## config.mk

```make
export PLATFORM = sky130hd
export DESIGN_NAME = audio_path
export DESIGN_NICKNAME = d
export VERILOG_FILES = /design/src/source/audio_pkg.sv /design/src/source/ctrl_pkg.sv /design/src/source/i2s_rx.sv /design/src/source/interpolator.sv /design/src/source/tone_gen.sv /design/src/source/source_mux.sv /design/src/source/i2s_tx.sv /design/src/source/audio_path.sv
export SDC_FILE = /design/constraint.sdc
export NUM_CORES = 1
export LEC_CHECK = 0
export ABC_AREA = 1
export BUFFER_PORTS_ARGS = -buffer_cell sky130_fd_sc_hd__buf_2
export CORE_MARGIN = 3
export CORE_UTILIZATION = 55
export DETAILED_ROUTE_END_ITERATION = 7
export PLACE_DENSITY = 0.7
export SLEW_MARGIN = 30
export SYNTH_ARGS = -nofsm -noshare
export SYNTH_HDL_FRONTEND = slang
export SYNTH_SLANG_ARGS = --single-unit
```

## constraint.sdc

```tcl
create_clock -name clk -period 9.55 [get_ports clk]
set_input_delay 1.4325 -clock clk [delete_from_list [all_inputs] [get_ports clk]]
set_output_delay 1.4325 -clock clk [all_outputs]
set_load 0.02 [all_outputs]
```

## src/source/audio_pkg.sv

```systemverilog
package audio_pkg;

    //////////////////////////////
    // Sample format
    //////////////////////////////

    localparam int SAMPLE_WIDTH = 24;

    // Two's complement PCM word
    typedef logic signed [SAMPLE_WIDTH-1:0] sample_t;

    // One channel with its one-cycle strobe
    typedef struct packed {
        logic    valid;
        sample_t data;
    } channel_sample_t;

    // Stream type between all blocks
    typedef struct packed {
        channel_sample_t left;
        channel_sample_t right;
    } stereo_sample_t;

    //////////////////////////////
    // Tone source
    //////////////////////////////

    localparam int TONE_LEN = 32;

    // One sine period at amplitude 2^22
    localparam sample_t TONE_TABLE [TONE_LEN] = '{
              0,   818268,  1605091,  2330230,
        2965821,  3487436,  3875032,  4113712,
        4194304,  4113712,  3875032,  3487436,
        2965821,  2330230,  1605091,   818268,
              0,  -818268, -1605091, -2330230,
       -2965821, -3487436, -3875032, -4113712,
       -4194304, -4113712, -3875032, -3487436,
       -2965821, -2330230, -1605091,  -818268
    };

    // Mean of two samples, rounds toward minus infinity
    function automatic sample_t sample_average(input sample_t a, input sample_t b);
        logic signed [SAMPLE_WIDTH:0] sum;
        sum = {a[SAMPLE_WIDTH-1], a} + {b[SAMPLE_WIDTH-1], b};
        return sum[SAMPLE_WIDTH:1];
    endfunction

endpackage

```

## src/source/ctrl_pkg.sv

```systemverilog
package ctrl_pkg;

    //////////////////////////////
    // Playback source select
    //////////////////////////////

    typedef enum logic [1:0] {
        SRC_RX     = 2'd0,
        SRC_INTERP = 2'd1,
        SRC_TONE   = 2'd2,
        SRC_MUTE   = 2'd3
    } source_t;

    //////////////////////////////
    // I2S framing
    //////////////////////////////

    // Bit clocks per channel slot
    localparam int SLOT_BITS = 32;

endpackage

```

## src/source/i2s_rx.sv

```systemverilog
`timescale 1ns/1ps

module i2s_rx (
    input  logic                      clk,
    input  logic                      reset,
    input  logic                      bclk,
    input  logic                      lrclk,
    input  logic                      sdata,
    output audio_pkg::stereo_sample_t stream
);
    import audio_pkg::*;
    import ctrl_pkg::*;

    localparam int CNT_W = $clog2(SLOT_BITS);

    // Pins sampled in the clk domain
    logic bclk_r;
    logic bclk_prev;
    logic lrclk_r;
    logic sdata_r;

    logic             lrclk_last;
    logic [CNT_W-1:0] bit_cnt;
    logic [CNT_W-1:0] bit_pos;
    logic             bclk_rise;
    logic             word_done;
    sample_t          shift;
    sample_t          word;

    logic    left_valid;
    logic    right_valid;
    sample_t left_data;
    sample_t right_data;

    always_ff @(posedge clk) begin
        if (reset) begin
            bclk_r    <= 1'b0;
            bclk_prev <= 1'b0;
        end else begin
            bclk_r    <= bclk;
            bclk_prev <= bclk_r;
        end
    end

    always_ff @(posedge clk) begin
        lrclk_r <= lrclk;
        sdata_r <= sdata;
    end

    assign bclk_rise = bclk_r && !bclk_prev;

    // Position 0 is the delay bit right after an lrclk edge
    assign bit_pos = (lrclk_r != lrclk_last) ? '0 :
                     (bit_cnt == CNT_W'(SLOT_BITS - 1)) ? bit_cnt : bit_cnt + 1'b1;

    assign word      = {shift[SAMPLE_WIDTH-2:0], sdata_r};
    assign word_done = bclk_rise && (bit_pos == CNT_W'(SAMPLE_WIDTH));

    // Starts high so a first left slot counts as an edge
    always_ff @(posedge clk) begin
        if (reset) begin
            lrclk_last <= 1'b1;
            bit_cnt    <= CNT_W'(SLOT_BITS - 1);
        end else if (bclk_rise) begin
            lrclk_last <= lrclk_r;
            bit_cnt    <= bit_pos;
        end
    end

    // Only the last 24 bits shifted in matter
    always_ff @(posedge clk) begin
        if (bclk_rise) begin
            shift <= word;
        end
    end

    //////////////////////////////
    // Channel strobes
    //////////////////////////////

    always_ff @(posedge clk) begin
        if (reset) begin
            left_valid  <= 1'b0;
            right_valid <= 1'b0;
        end else begin
            left_valid  <= word_done && !lrclk_r;
            right_valid <= word_done && lrclk_r;
        end
    end

    always_ff @(posedge clk) begin
        if (word_done && !lrclk_r) begin
            left_data <= word;
        end
        if (word_done && lrclk_r) begin
            right_data <= word;
        end
    end

    assign stream.left  = '{valid: left_valid, data: left_data};
    assign stream.right = '{valid: right_valid, data: right_data};

endmodule

```

## src/source/interpolator.sv

```systemverilog
`timescale 1ns/1ps

module interpolator #(
    parameter int INTERP_GAP = 8
) (
    input  logic                      clk,
    input  logic                      reset,
    input  audio_pkg::stereo_sample_t in_stream,
    output audio_pkg::stereo_sample_t out_stream
);
    import audio_pkg::*;

    localparam int GAP_W = $clog2(INTERP_GAP + 1);

    // Index 0 is left, index 1 is right
    channel_sample_t  in_ch     [2];
    logic             out_valid [2];
    sample_t          out_data  [2];
    sample_t          prev      [2];
    sample_t          pending   [2];
    logic [GAP_W-1:0] gap_cnt   [2];

    assign in_ch[0] = in_stream.left;
    assign in_ch[1] = in_stream.right;

    // Midpoint goes out first, new sample when the counter reaches 1
    always_ff @(posedge clk) begin
        if (reset) begin
            for (int ch = 0; ch < 2; ch++) begin
                out_valid[ch] <= 1'b0;
                prev[ch]      <= '0;
                gap_cnt[ch]   <= '0;
            end
        end else begin
            for (int ch = 0; ch < 2; ch++) begin
                if (in_ch[ch].valid) begin
                    out_valid[ch] <= 1'b1;
                    gap_cnt[ch]   <= GAP_W'(INTERP_GAP - 1);
                end else if (gap_cnt[ch] == GAP_W'(1)) begin
                    out_valid[ch] <= 1'b1;
                    prev[ch]      <= pending[ch];
                    gap_cnt[ch]   <= '0;
                end else begin
                    out_valid[ch] <= 1'b0;
                    if (gap_cnt[ch] != '0) begin
                        gap_cnt[ch] <= gap_cnt[ch] - 1'b1;
                    end
                end
            end
        end
    end

    always_ff @(posedge clk) begin
        for (int ch = 0; ch < 2; ch++) begin
            if (in_ch[ch].valid) begin
                out_data[ch] <= sample_average(prev[ch], in_ch[ch].data);
                pending[ch]  <= in_ch[ch].data;
            end else if (gap_cnt[ch] == GAP_W'(1)) begin
                out_data[ch] <= pending[ch];
            end
        end
    end

    assign out_stream.left  = '{valid: out_valid[0], data: out_data[0]};
    assign out_stream.right = '{valid: out_valid[1], data: out_data[1]};

endmodule

```

## src/source/tone_gen.sv

```systemverilog
`timescale 1ns/1ps

module tone_gen #(
    parameter int TONE_STEP = 3
) (
    input  logic                       clk,
    input  logic                       reset,
    input  logic                       run,
    input  logic                       frame_start,
    output audio_pkg::channel_sample_t tone
);
    import audio_pkg::*;

    localparam int IDX_W = $clog2(TONE_LEN);

    logic [IDX_W-1:0] phase;
    logic [IDX_W-1:0] phase_next;
    logic             tone_valid;
    sample_t          tone_data;

    // Wraps around the table
    assign phase_next = IDX_W'((int'(phase) + TONE_STEP) % TONE_LEN);

    // Phase parks at 0 while stopped
    always_ff @(posedge clk) begin
        if (reset || !run) begin
            phase      <= '0;
            tone_valid <= 1'b0;
        end else begin
            tone_valid <= frame_start;
            if (frame_start) begin
                phase <= phase_next;
            end
        end
    end

    always_ff @(posedge clk) begin
        if (frame_start) begin
            tone_data <= TONE_TABLE[phase];
        end
    end

    assign tone = '{valid: tone_valid, data: tone_data};

endmodule

```

## src/source/source_mux.sv

```systemverilog
`timescale 1ns/1ps

module source_mux (
    input  logic                       clk,
    input  logic                       reset,
    input  logic                       run,
    input  ctrl_pkg::source_t          select,
    input  audio_pkg::stereo_sample_t  rx,
    input  audio_pkg::stereo_sample_t  interp,
    input  audio_pkg::channel_sample_t tone,
    output audio_pkg::stereo_sample_t  pcm
);
    import audio_pkg::*;
    import ctrl_pkg::*;

    stereo_sample_t chosen;

    //////////////////////////////
    // Source pick
    //////////////////////////////

    always_comb begin
        case (select)
            SRC_RX:     chosen = rx;
            SRC_INTERP: chosen = interp;
            // Mono tone on both channels
            SRC_TONE:   chosen = '{left: tone, right: tone};
            SRC_MUTE: begin
                // Keep the receiver's pacing, silence the data
                chosen.left  = '{valid: rx.left.valid, data: '0};
                chosen.right = '{valid: rx.right.valid, data: '0};
            end
            default:    chosen = '0;
        endcase
    end

    //////////////////////////////
    // Output register
    //////////////////////////////

    // Each channel keeps its word until its own strobe
    always_ff @(posedge clk) begin
        if (reset || !run) begin
            pcm <= '0;
        end else begin
            pcm.left.valid  <= chosen.left.valid;
            pcm.right.valid <= chosen.right.valid;
            if (chosen.left.valid) begin
                pcm.left.data <= chosen.left.data;
            end
            if (chosen.right.valid) begin
                pcm.right.data <= chosen.right.data;
            end
        end
    end

endmodule

```

## src/source/i2s_tx.sv

```systemverilog
`timescale 1ns/1ps

module i2s_tx #(
    parameter int BCLK_DIV = 4
) (
    input  logic                      clk,
    input  logic                      reset,
    input  audio_pkg::stereo_sample_t pcm,
    output logic                      frame_start,
    output logic                      bclk,
    output logic                      lrclk,
    output logic                      sdata
);
    import audio_pkg::*;
    import ctrl_pkg::*;

    localparam int FRAME_BITS = 2 * SLOT_BITS;
    localparam int CNT_W      = $clog2(FRAME_BITS);
    localparam int DIV_W      = $clog2(BCLK_DIV + 1);
    localparam int PAD_BITS   = SLOT_BITS - SAMPLE_WIDTH;

    logic [DIV_W-1:0]     div_cnt;
    logic                 div_tick;
    logic                 bclk_fall;
    logic [CNT_W-1:0]     bit_cnt;
    logic [CNT_W-1:0]     next_bit;
    sample_t              held_l;
    sample_t              held_r;
    sample_t              frame_r;
    logic [SLOT_BITS-1:0] shift;

    assign div_tick  = (div_cnt == DIV_W'(BCLK_DIV - 1));
    assign bclk_fall = div_tick && bclk;
    assign next_bit  = (bit_cnt == CNT_W'(FRAME_BITS - 1)) ? '0 : bit_cnt + 1'b1;

    // Latest words from the mux
    always_ff @(posedge clk) begin
        if (reset) begin
            held_l <= '0;
            held_r <= '0;
        end else begin
            if (pcm.left.valid) begin
                held_l <= pcm.left.data;
            end
            if (pcm.right.valid) begin
                held_r <= pcm.right.data;
            end
        end
    end

    //////////////////////////////
    // Bit clock and framing
    //////////////////////////////

    // First falling edge after reset opens a left slot
    always_ff @(posedge clk) begin
        if (reset) begin
            div_cnt     <= '0;
            bclk        <= 1'b0;
            lrclk       <= 1'b0;
            sdata       <= 1'b0;
            bit_cnt     <= CNT_W'(FRAME_BITS - 1);
            frame_start <= 1'b0;
        end else begin
            div_cnt     <= div_tick ? '0 : div_cnt + 1'b1;
            frame_start <= 1'b0;
            if (div_tick) begin
                bclk <= ~bclk;
            end
            if (bclk_fall) begin
                bit_cnt <= next_bit;
                lrclk   <= (next_bit >= CNT_W'(SLOT_BITS));
                // Delay bit is the zero that opens every slot
                if (next_bit == '0 || next_bit == CNT_W'(SLOT_BITS)) begin
                    sdata <= 1'b0;
                end else begin
                    sdata <= shift[SLOT_BITS-1];
                end
                frame_start <= (next_bit == '0);
            end
        end
    end

    always_ff @(posedge clk) begin
        if (bclk_fall) begin
            if (next_bit == '0) begin
                shift   <= {held_l, {PAD_BITS{1'b0}}};
                frame_r <= held_r;
            end else if (next_bit == CNT_W'(SLOT_BITS)) begin
                shift <= {frame_r, {PAD_BITS{1'b0}}};
            end else begin
                shift <= shift << 1;
            end
        end
    end

endmodule

```

## src/source/audio_path.sv

```systemverilog
`timescale 1ns/1ps

module audio_path #(
    parameter int BCLK_DIV   = 4,
    parameter int TONE_STEP  = 3,
    parameter int INTERP_GAP = 8
) (
    input  logic                      clk,
    input  logic                      reset,
    input  logic                      run,
    input  ctrl_pkg::source_t         select,
    input  logic                      rx_bclk,
    input  logic                      rx_lrclk,
    input  logic                      rx_sdata,
    output logic                      tx_bclk,
    output logic                      tx_lrclk,
    output logic                      tx_sdata,
    output audio_pkg::stereo_sample_t pcm
);
    import audio_pkg::*;

    stereo_sample_t  rx_stream;
    stereo_sample_t  interp_stream;
    channel_sample_t tone_word;
    logic            frame_start;

    //////////////////////////////
    // Sources
    //////////////////////////////

    i2s_rx rx0 (
        .clk    (clk),
        .reset  (reset),
        .bclk   (rx_bclk),
        .lrclk  (rx_lrclk),
        .sdata  (rx_sdata),
        .stream (rx_stream)
    );

    interpolator #(
        .INTERP_GAP (INTERP_GAP)
    ) interp0 (
        .clk        (clk),
        .reset      (reset),
        .in_stream  (rx_stream),
        .out_stream (interp_stream)
    );

    // Paced by the transmitter frames
    tone_gen #(
        .TONE_STEP (TONE_STEP)
    ) tone0 (
        .clk         (clk),
        .reset       (reset),
        .run         (run),
        .frame_start (frame_start),
        .tone        (tone_word)
    );

    //////////////////////////////
    // Selection and playback
    //////////////////////////////

    source_mux mux0 (
        .clk    (clk),
        .reset  (reset),
        .run    (run),
        .select (select),
        .rx     (rx_stream),
        .interp (interp_stream),
        .tone   (tone_word),
        .pcm    (pcm)
    );

    i2s_tx #(
        .BCLK_DIV (BCLK_DIV)
    ) tx0 (
        .clk         (clk),
        .reset       (reset),
        .pcm         (pcm),
        .frame_start (frame_start),
        .bclk        (tx_bclk),
        .lrclk       (tx_lrclk),
        .sdata       (tx_sdata)
    );

endmodule

```

==> results of run 1 <==
[worst register-to-register path: cells and delay by family, from the launching register on]
family,cells,cell delay [ps]
and+or+nand+nor,5,1320
buffers and inverters,3,500
DFF,1,390
AOI/OAI and AO/OA,1,220
adders and majority gates,1,210
[state kept, by name, indices dropped and copies added (netlist names), 5 cells and up]
| register | count |
|---|---|
| tx0.bit_cnt | 6 |
| rx0.shift | 23 |
| tx0.frame_r | 24 |
| interp0.prev | 48 |
| tone0.phase | 5 |
| mux0.pcm | 50 |
| tx0.held_r | 24 |
| rx0.bit_cnt | 5 |
| tx0.shift | 24 |
| interp0.gap_cnt | 8 |
| tx0.held_l | 24 |
| rx0.left_data | 24 |
| interp0.out_data | 48 |
| tone0.tone_data | 24 |
| rx0.right_data | 24 |
| interp0.pending | 48 |
[cell type report]
| class | instances | share of cell area (%) |
|---|---|---|
| sequential | 426 | 51.03 |
| multi-input combinational | 1550 | 33.03 |
| tap | 461 | 2.559 |
| timing repair buffer | 75 | 1.921 |
| clock buffer | 71 | 5.851 |
| clock inverter | 11 | 0.7606 |
| inverter | 291 | 4.852 |
[metrics by stage]
stage / cells / hold WS [ps] / area (sq um)
2_1_floorplan: 2339 / 396.9 / 20330
3_3_place_gp: 2802 / 404.5 / 21010
3_5_place_dp: 2803 / 408.7 / 21050
4_1_cts: 2885 / 422.5 / 22540
5_1_grt: 2885 / 432.3 / 22540
6_report: 2885 / 418.6 / 22540
[cell usage in the layout, fill, tap and decap left out, drive strengths merged, types with 2 or more instances in the layout]
cell type,count
a21oi,81
a221oi,20
a22oi,3
a31oi,2
and2,4
and3,2
buf,75
bufinv,3
clkbuf,71
clkinv,9
conb,2
dfxtp,129
edfxtp,297
fa,2
ha,69
inv,290
nand2,624
nand3,120
nand3b,14
nand4,15
nor2,341
nor3,12
nor3b,2
o211ai,6
o21ai,185
o22ai,11
o311ai,3
o31ai,2
o32ai,2
or2,11
xnor2,9
xor2,2
[cells by family (layout without fill, tap and decap cells)]
logic type / Yosys count / after routing
AO/OA/AOI/OAI: 320 / 320
XOR/XNOR: 11 / 11
adder cells (fa/ha/maj): 71 / 71
buffers and inverters: 363 / 448
flip-flops: 426 / 426
multiplexers: 1 / 1
other: 1 / 2
AND/OR/NAND/NOR: 1145 / 1145
[power by group]
part,internal [uW],switching [uW],total [uW]
Sequential,2210,71.6,2280
Clock,1030,706,1740
Combinational,324,746,1070
[path summary, 6_finish.rpt]
| path | start | endpoint | slack (ps) |
|---|---|---|---|
| setup reg to reg | tx0.bit_cnt[0]$_SDFFE_PP1P_ | tx0.frame_r[18]$_DFFE_PP_ | 6570 |
| setup / recovery | reset | tone0.phase[2]$_SDFFE_PP0P_ | 6230 |
| hold / removal | tx0.div_cnt[0]$_SDFF_PP0_ | tx0.div_cnt[0]$_SDFF_PP0_ | 420 |
| hold reg to reg | tx0.div_cnt[0]$_SDFF_PP0_ | tx0.div_cnt[0]$_SDFF_PP0_ | 420 |
[metal layers]
layer / GRT usage [%] / up-vias / part of all wire (%)
li1: - / 7786 / -
met1: 39.66 / 7550 / 43
met2: 44.88 / 716 / 46
met3: 3.845 / 92 / 8.1
met4: 7.287 / 0 / 2.7
met5: 0 / - / 0
==> run metrics, run 1 <==
Critical Path RT=10020 ps; initial antenna violation count=1; P per Cell Area=225.8 nW/um^2; Top FF cell, synth=edfxtp_1; largest net degree at the start of global routing=53; clk_skew=29.06 ps; CTS Hold Bufs=0; ys async rst share=0%; CP peak stage delay=620 ps; minimum clock period=3324 ps; total die area=39300 sq um; Pre-Repair DR Iteration Count=6; post-route ant nets=0; clk_lat worst skew=560 ps; Netlist Area Pre-Place=20320 sq um; total wire length=55.20 mm; via count=16140; status=finished clean; Max-slew headroom=34.35%; sequential area share after synthesis=56.59%; YS warnings=0; Compound-Gate Fraction of Synth Area=8.686%; mux cell area share after synthesis=0.04925%; Hold Vio Cnt, Final=0; EDFF count, synth=297; post-synth top area cell=edfxtp_1; vias in the first global route=14890; Overall Global Routing Usage=27.70%; Sinks on Clock Net=426; Die W=198.2 um; number of library cell types mapped by synthesis=49; initial core utilization=56.46%; period utilization=34.81%; Leak=0.01017 uW; global route overflow=0; Remaining DRCs=0; CP Capture Type=register; largest family of logic cells by synthesized area=simple AND/OR/NAND/NOR gates; core area=36000 sq um; top post-synthesis cells by area=edfxtp_1 44%, dfxtp_1 13%, nand2_1 11%; multi-input logic area=7443 sq um; layout cells sized above 1=7.384%; Avg Cell Area, Syn=8.693 sq um; Clock Tree Buf Depth=3; final setup fails=0; Util after Layout=62.60%; post-synthesis xor/xnor area fraction=0.4740%; area grow syn2layout=10.89%; Worst Hold Class=reg2reg; Hold Path Depth=1; Ports=61; CTS Buf Count=44; post_cts resized=0; peak supply drop=0.1312 mV; dpl ws=5764 ps; NumNets Final=2467; CTS root buffer=clkbuf_16; Levels on crit path=7; total power=5089 uW; std cell rows=69; CP top delay family=buffers and inverters; sum of negative setup slack=0 ps; worst-path maximum fanout=52; Post-Synth Adder-Cell Area=4.445%; die height=198.2 um; top cell type's share of synthesized area=43.88%; DPL Wire Length=40.32 mm; RSZ-0062 raised after global routing=false; Avg WL per Cell=19.13 um; Max Cap Viol=0; clock slew at reported path FFs=60 ps; H-tree depth=2; Synth Area in Simple Gates=22.81%; critical path arrival=3790 ps; r2r worst-path depth=10; CP Buf/Inv Count=4; PortBufs=60; Final Max Tran Viols=0; Max Fclk=300.8 MHz; most frequent cells after synthesis=622 x nand2_1, 338 x nor2_1, 297 x edfxtp_1; final worst setup slack=6226 ps; Register Area=11500 sq um; Detailed Route Iter0 Violations=1732; most common cell in the netlist=nand2_1; Worst-Margin Slew=984.7 ps; first-pass GRT wire length=83.90 mm; Fill cells=3061; setup bufs post-CTS=0; Cells after Synth=2338; Diodes inserted=0; CP max stage cell=inv_2; Startpoint Class=primary input; CTS tree=built; crit-path cells=buf_2, inv_1, buf_4, nand2_1, inv_2, o21ai_0, a21oi_1; critical path class=in2reg; flop and latch count out of synthesis=426; Final Wtd Congestion=0.9100; Via density=5.596
(Power assumes the default switching activity.)
==> inputs of run 2 (changes only) <==
--- a/config.mk
+++ b/config.mk
@@ -5,7 +5,7 @@
 export SDC_FILE = /design/constraint.sdc
 export NUM_CORES = 1
 export LEC_CHECK = 0
-export ABC_AREA = 1
+export ABC_AREA = 0
 export BUFFER_PORTS_ARGS = -buffer_cell sky130_fd_sc_hd__buf_2
 export CORE_MARGIN = 3
 export CORE_UTILIZATION = 55
==> constraint.sdc (replaced) <==
create_clock -name clk -period 3.2 [get_ports clk]
set_input_delay 0.48 -clock clk [delete_from_list [all_inputs] [get_ports clk]]
set_output_delay 0.48 -clock clk [all_outputs]
set_load 0.02 [all_outputs]
==> run 2 against run 1 <==
Setup slack got worse by 5900 ps. Final cell count shrank 22%. Combinational power grew to 2.8 times the previous value. Register-to-register slack got worse by 6300 ps. Sequential power grew to 3.0 times the previous value. Total power grew to 2.9 times the previous value. Global-route usage fell by 2.5 points. Hold slack worse by 390 ps. Synthesized cell count shrank 26%. Critical endpoint is now interp0.out_data[1][19]$_DFFE_PP_.
==> run metrics, run 2 <==
met3 track demand over resource=4.448% (+0.60 points); peak supply drop=0.4619 mV (+250%); max reg flops=50 (unchanged); GR peak layer=met2; number of library cell types mapped by synthesis=59 (+20%); post_cts resized=0 (unchanged); RSZ-0062 raised after global routing=false; std cell rows=68 (-1.4%); final setup fails=0 (unchanged); H-tree depth=2 (unchanged); P per Cell Area=676.1 nW/um^2 (+200%); period utilization=91.05%; Final Wtd Congestion=0.8909 (-2.1%); CTS Hold Bufs=0 (unchanged); minimum clock period=2913 ps; setup bufs post-CTS=0 (unchanged); flop and latch count out of synthesis=426 (unchanged); vias in the first global route=12680 (-15%); sum of negative setup slack=0 ps (unchanged); Largest Register=mux0.pcm; most frequent cells after synthesis=297 x edfxtp_1, 187 x nor2_1, 160 x nand2_1; largest net degree at the start of global routing=56 (+5.7%); Util after Layout=62.51% (-0.093 points); Cells after Synth=1729 (-26%); first-pass GRT wire length=74.22 mm (-12%); min-delay src=rx_lrclk; Max-slew headroom=45.00% (+11 points); Clock Tree Buf Depth=3 (unchanged); most frequent cells in the layout=297 x edfxtp_1, 183 x nor2_1, 159 x nand2_1; Detailed Route Iter0 Violations=1315 (-24%); CP Capture Type=register; Die W=194.0 um (-2.2%); CTS Buf Count=44 (unchanged); RR Startpoint=rx0.right_data[0]$_DFFE_PP_; Top FF cell, synth=edfxtp_1; total power=14670 uW (+190%); NumNets Final=1849 (-25%); CTS tree=built; area grow syn2layout=11.67%; status=finished clean; Max Cap Viol=0 (unchanged); global route overflow=0 (unchanged); top cell type's share of synthesized area=45.90% (+2.0 points); top post-synthesis cells by area=edfxtp_1 46%, dfxtp_1 13%, mux2i_1 6.4%; die height=194.0 um (-2.2%); clock slew at reported path FFs=60 ps (about the same); Leak=0.007878 uW (-23%); Diodes inserted=0 (unchanged); worst-path maximum fanout=4 (-92%); Via density=6.018 (+7.5%); Sinks on Clock Net=426 (unchanged); CTS root buffer=clkbuf_16; Critical path origin=rx0.right_data[0]$_DFFE_PP_; DPL Wire Length=33.57 mm (-17%); EDFF count, synth=297 (unchanged); Worst Hold Class=in2reg; Ports=61 (unchanged); PortBufs=60 (unchanged); Startpoint Class=register; total die area=37620 sq um (-4.3%); met2 usage=38.42% (-6.5 points); Worst-Margin Slew=824.0 ps (-160.7 ps); Critical Path RT=3480 ps (-6540 ps); Overall Global Routing Usage=25.18% (-2.5 points); core area=34710 sq um (-3.6%); critical path arrival=3190 ps (-600 ps); Remaining DRCs=0 (unchanged); post-route ant nets=0 (unchanged); via count=13610 (-16%); Netlist Area Pre-Place=19430 sq um (-4.4%); Hold Vio Cnt, Final=0 (unchanged); met1 usage=36.63% (-3.0 points); YS warnings=0 (unchanged); Fill cells=2817 (-8.0%); initial core utilization=55.98% (-0.48 points); layout cells sized above 1=10.13% (+2.7 points); clk_skew=26.63 ps (-2.427 ps); ys async rst share=0% (unchanged); Final Max Tran Viols=0 (unchanged); clk_lat worst skew=560 ps (about the same); post-synth top area cell=edfxtp_1; initial antenna violation count=0 (-1); Avg Cell Area, Syn=11.24 sq um (+29%); leading cell type in the layout, fill and taps excluded=edfxtp_1; most common cell in the netlist=edfxtp_1; Max Fclk=343.2 MHz; sequential area share after synthesis=59.19% (+2.6 points); Pre-Repair DR Iteration Count=5 (-1); critical path class=reg2reg; total wire length=48.59 mm (-12%); Avg WL per Cell=21.49 um (+12%)
-- run 2: changes by cell type after synthesis, moves of 27 or more --
cell / delta
mux2i_1: +123
clkbuf_1: +31
o211ai_1: +55
inv_1: -251
nand3_1: -89
xor2_1: +27
nand2_1: -462
and2_1: +51
nor2_1: -151
a21oi_1: +28
-- run 2: per-layer routing --
metal	share of wire, %	vias to the layer above
li1	-	6358
met1	44	6650
met2	45	516
met3	7.6	82
met4	3.7	0
met5	0	-
-- run 2: worst paths after layout --
check / end / slack (ps) / cells past startpoint
worst max-delay path: interp0.out_data[1][19]$_DFFE_PP_ / 290 / 9
worst min-delay path: rx0.lrclk_r$_DFF_P_ / 30 / 1
worst max register to register: interp0.out_data[1][19]$_DFFE_PP_ / 290 / 9
worst min register to register: tx0.div_cnt[0]$_SDFF_PP0_ / 430 / 1
-- run 2: area by class of cell --
type,instances,area (sq um),share of cell area [%]
clock inverters,29,225.2,1.038
inverters,32,120.1,0.5535
multi-input cells,1170,7487,34.50
well taps,455,569.3,2.624
flip-flops and latches,426,11500,53.00
repair buffers,96,651.9,3.004
clock buffers,53,1145,5.276
-- run 2: kinds of logic (layout without fill, tap and decap cells) --
logic type / count (synthesis) / count (layout) / synth area share (%)
adder cells (fa/ha/maj): 71 / 71 / 4.649
AND/OR/NAND/NOR: 505 / 505 / 11.51
flip-flops: 426 / 426 / 59.19
AO/OA/AOI/OAI: 404 / 404 / 12.33
other: 1 / 2 / 0.01930
XOR/XNOR: 56 / 56 / 2.524
buffers and inverters: 134 / 210 / 2.634
multiplexers: 132 / 132 / 7.141
-- run 2: worst max-delay path: stages (launching register included) --
cell and delay, ps:
edfxtp_1 430, and2_1 180, fa_1 430, a21oi_1 250
o211ai_1 230, a21oi_1 380, o21ai_0 200, a21boi_0 310
xor2_1 160, o21ai_0 80
-- run 2: metrics by stage --
stage	cell area [sq um]	hold WS [ps]	worst slack, ps	cells
2_1_floorplan	19440	404.3	570.9	1730
6_report	21700	26.44	286.5	2261
5_1_grt	21700	13.82	164.8	2261
4_1_cts	21660	5.138	329.9	2259
3_3_place_gp	20260	413.3	451.5	2176
3_5_place_dp	20290	417.3	341.9	2177
-- run 2: report_power, final --
group	internal (uW)	switching, uW	leakage [uW]
logic	1070	1880	0.00336
clock network	2740	2150	0.000672
registers	6610	224	0.00385
==> inputs of run 3 (changes only) <==
--- a/config.mk
+++ b/config.mk
@@ -8,9 +8,9 @@
 export ABC_AREA = 0
 export BUFFER_PORTS_ARGS = -buffer_cell sky130_fd_sc_hd__buf_2
 export CORE_MARGIN = 3
-export CORE_UTILIZATION = 55
+export CORE_UTILIZATION = 51
 export DETAILED_ROUTE_END_ITERATION = 7
-export PLACE_DENSITY = 0.7
+export PLACE_DENSITY = 0.65
 export SLEW_MARGIN = 30
 export SYNTH_ARGS = -nofsm -noshare
 export SYNTH_HDL_FRONTEND = slang
==> run 3 against run 2 <==
Clock power is 7.6% higher. Die area is 7.6% higher. Global-route usage is 1.3 points lower. Sequential power hardly changed. Highest routed layer unchanged. Fmax is 0.94% lower. Combinational power hardly changed. Largest cell class unchanged. Hold slack better by 140 ps. Final area is 0.81% higher. Register-to-register slack worse by 30 ps. Setup slack worse by 28 ps. Final cell count is 2.5% higher.
==> run metrics, run 3 (synthesis gave the netlist of run 2 again) <==
global route overflow=0 (unchanged); Startpoint Class=register; min-delay src=rx_bclk; Diodes inserted=0 (unchanged); first-pass GRT wire length=74.93 mm (+0.96%); CP Capture Type=register; layout cells sized above 1=10.54% (+0.40 points); CTS Buf Count=45 (+2.3%); PortBufs=60 (unchanged); critical path arrival=3260 ps (+70 ps); Ports=61 (unchanged); Worst Hold Class=in2reg; clk_lat worst skew=600 ps (+40 ps); most frequent cells in the layout=297 x edfxtp_1, 183 x nor2_1, 159 x nand2_1; std cell rows=70 (+2.9%); Die W=201.2 um (+3.7%); initial core utilization=52.45% (-3.5 points); CTS tree=built; clock slew at reported path FFs=60 ps (about the same); Avg WL per Cell=21.10 um (-1.8%); leading cell type in the layout, fill and taps excluded=edfxtp_1; Overall Global Routing Usage=23.88% (-1.3 points); Critical Path RT=3510 ps (+30 ps); post-route ant nets=0 (unchanged); internal power=10690 uW (+2.6%); post-placement cell count=2231 (+2.5%); Via density=5.751 (-4.4%); Critical path origin=rx0.right_data[9]$_DFFE_PP_; Worst-Margin Slew=937.6 ps (+113.6 ps); clk_skew=31.59 ps (+4.955 ps); Final Wtd Congestion=0.9115 (+2.3%); critical path class=reg2reg; area grow syn2layout=12.58%; total die area=40480 sq um (+7.6%); sum of negative setup slack=0 ps (unchanged); Hold Vio Cnt, Final=0 (unchanged); sequential share of power=45.5% (-1.1 points); post_cts resized=0 (unchanged); period utilization=91.91% (+0.86 points); vias in the first global route=12640 (-0.31%); initial antenna violation count=1 (+1); Final Max Tran Viols=0 (unchanged); minimum clock period=2941 ps (+27.53 ps); Sinks on Clock Net=426 (unchanged); total wire length=48.88 mm (+0.59%); Max-slew headroom=37.41% (-7.6 points); Max Fclk=340.0 MHz (-0.94%); Gate power share=19.6% (-0.5 points); status=finished clean; Detailed Route Iter0 Violations=1163 (-12%); CTS root buffer=clkbuf_16; clock share of power=35.0% (+1.7 points); NetSw=4319 uW (+1.5%); Largest Register=mux0.pcm; H-tree depth=2 (unchanged); max reg flops=50 (unchanged); Net Sw Frac=28.78% (-0.22 points); worst-path maximum fanout=5 (+1); RSZ-0062 raised after global routing=false; Clock Tree Buf Depth=3 (unchanged); via count=13330 (-2.1%); largest net degree at the start of global routing=57 (+1.8%); peak supply drop=0.4809 mV (+4.1%); NumNets Final=1855 (+0.32%); final setup fails=0 (unchanged); P per Cell Area=686.1 nW/um^2 (+1.5%); r2r setup slk=260 ps (-30 ps); die height=201.2 um (+3.7%); DPL Wire Length=33.85 mm (+0.84%); core area=37050 sq um (+6.7%); final cell count without fillers=2317 (+2.5%); Max Cap Viol=0 (unchanged); RR Startpoint=rx0.right_data[9]$_DFFE_PP_; Pre-Repair DR Iteration Count=5 (unchanged); Remaining DRCs=0 (unchanged); Leak=0.007945 uW (+0.86%)
## run 3: per-layer routing
metal	vias to the layer above	share of wire (%)	wire (um)	track usage [%]
li1	6373	-	-	-
met1	6414	45	22160	34.97
met2	461	44	21710	36.18
met3	77	6.8	3330	4.174
met4	0	3.4	1675	8.173
met5	-	0	0	0
## run 3: path summary, 6_finish.rpt
| path | to | cells past startpoint |
|---|---|---|
| hold reg to reg | tx0.frame_r[4]$_DFFE_PP_ | 0 |
| setup reg to reg | interp0.out_data[1][22]$_DFFE_PP_ | 8 |
| hold / removal | rx0.bclk_r$_SDFF_PP0_ | 2 |
| setup / recovery | interp0.out_data[1][22]$_DFFE_PP_ | 8 |
## run 3: stage by stage
stage | hold WS (ps) | setup WS [ps] | cell area [sq um] | total power [uW] | utilization [%]
2_1_floorplan | 404.3 | 570.9 | 19440 | 8981 | -
3_3_place_gp | 414.9 | 410.9 | 20320 | 9786 | 54.86
3_5_place_dp | 419.6 | 294.4 | 20360 | 9867 | 54.95
4_1_cts | 0.2482 | 285.2 | 21860 | 15110 | 59.02
5_1_grt | 161.4 | 103.9 | 21870 | 15710 | 59.04
6_report | 171.0 | 259.0 | 21870 | 15010 | 59.04
## run 3: power groups by stage
stage / Combinational [uW] / Clock (uW) / Sequential, uW
2_1_floorplan: 2090 / 0 / 6890
3_3_place_gp: 2870 / 0 / 6920
3_5_place_dp: 2930 / 0 / 6930
4_1_cts: 2950 / 5330 / 6820
5_1_grt: 3280 / 5560 / 6870
6_report: 2940 / 5250 / 6830
## run 3: worst max-delay path, cell delays in order (launching register included)
cell,delay [ps]
edfxtp_1,420
ha_1,390
a21oi_1,230
o21ai_1,120
or3_1,430
a2111o_1,480
a311oi_2,340
xor2_1,190
o21ai_1,70
## run 3: area by class of cell
class | instances | area, sq um
timing repair buffer | 101 | 645.6
multi-input combinational | 1170 | 7480
clock inverter | 23 | 251.5
fill | 3058 | 15170
tap | 504 | 630.6
sequential | 426 | 11500
clock buffer | 61 | 1246
inverter | 32 | 120.1
## run 3: timing repair
item,in CTS,in global routing
hold buffers,1,1
hold endpoints to repair,1,1
setup buffers,0,0
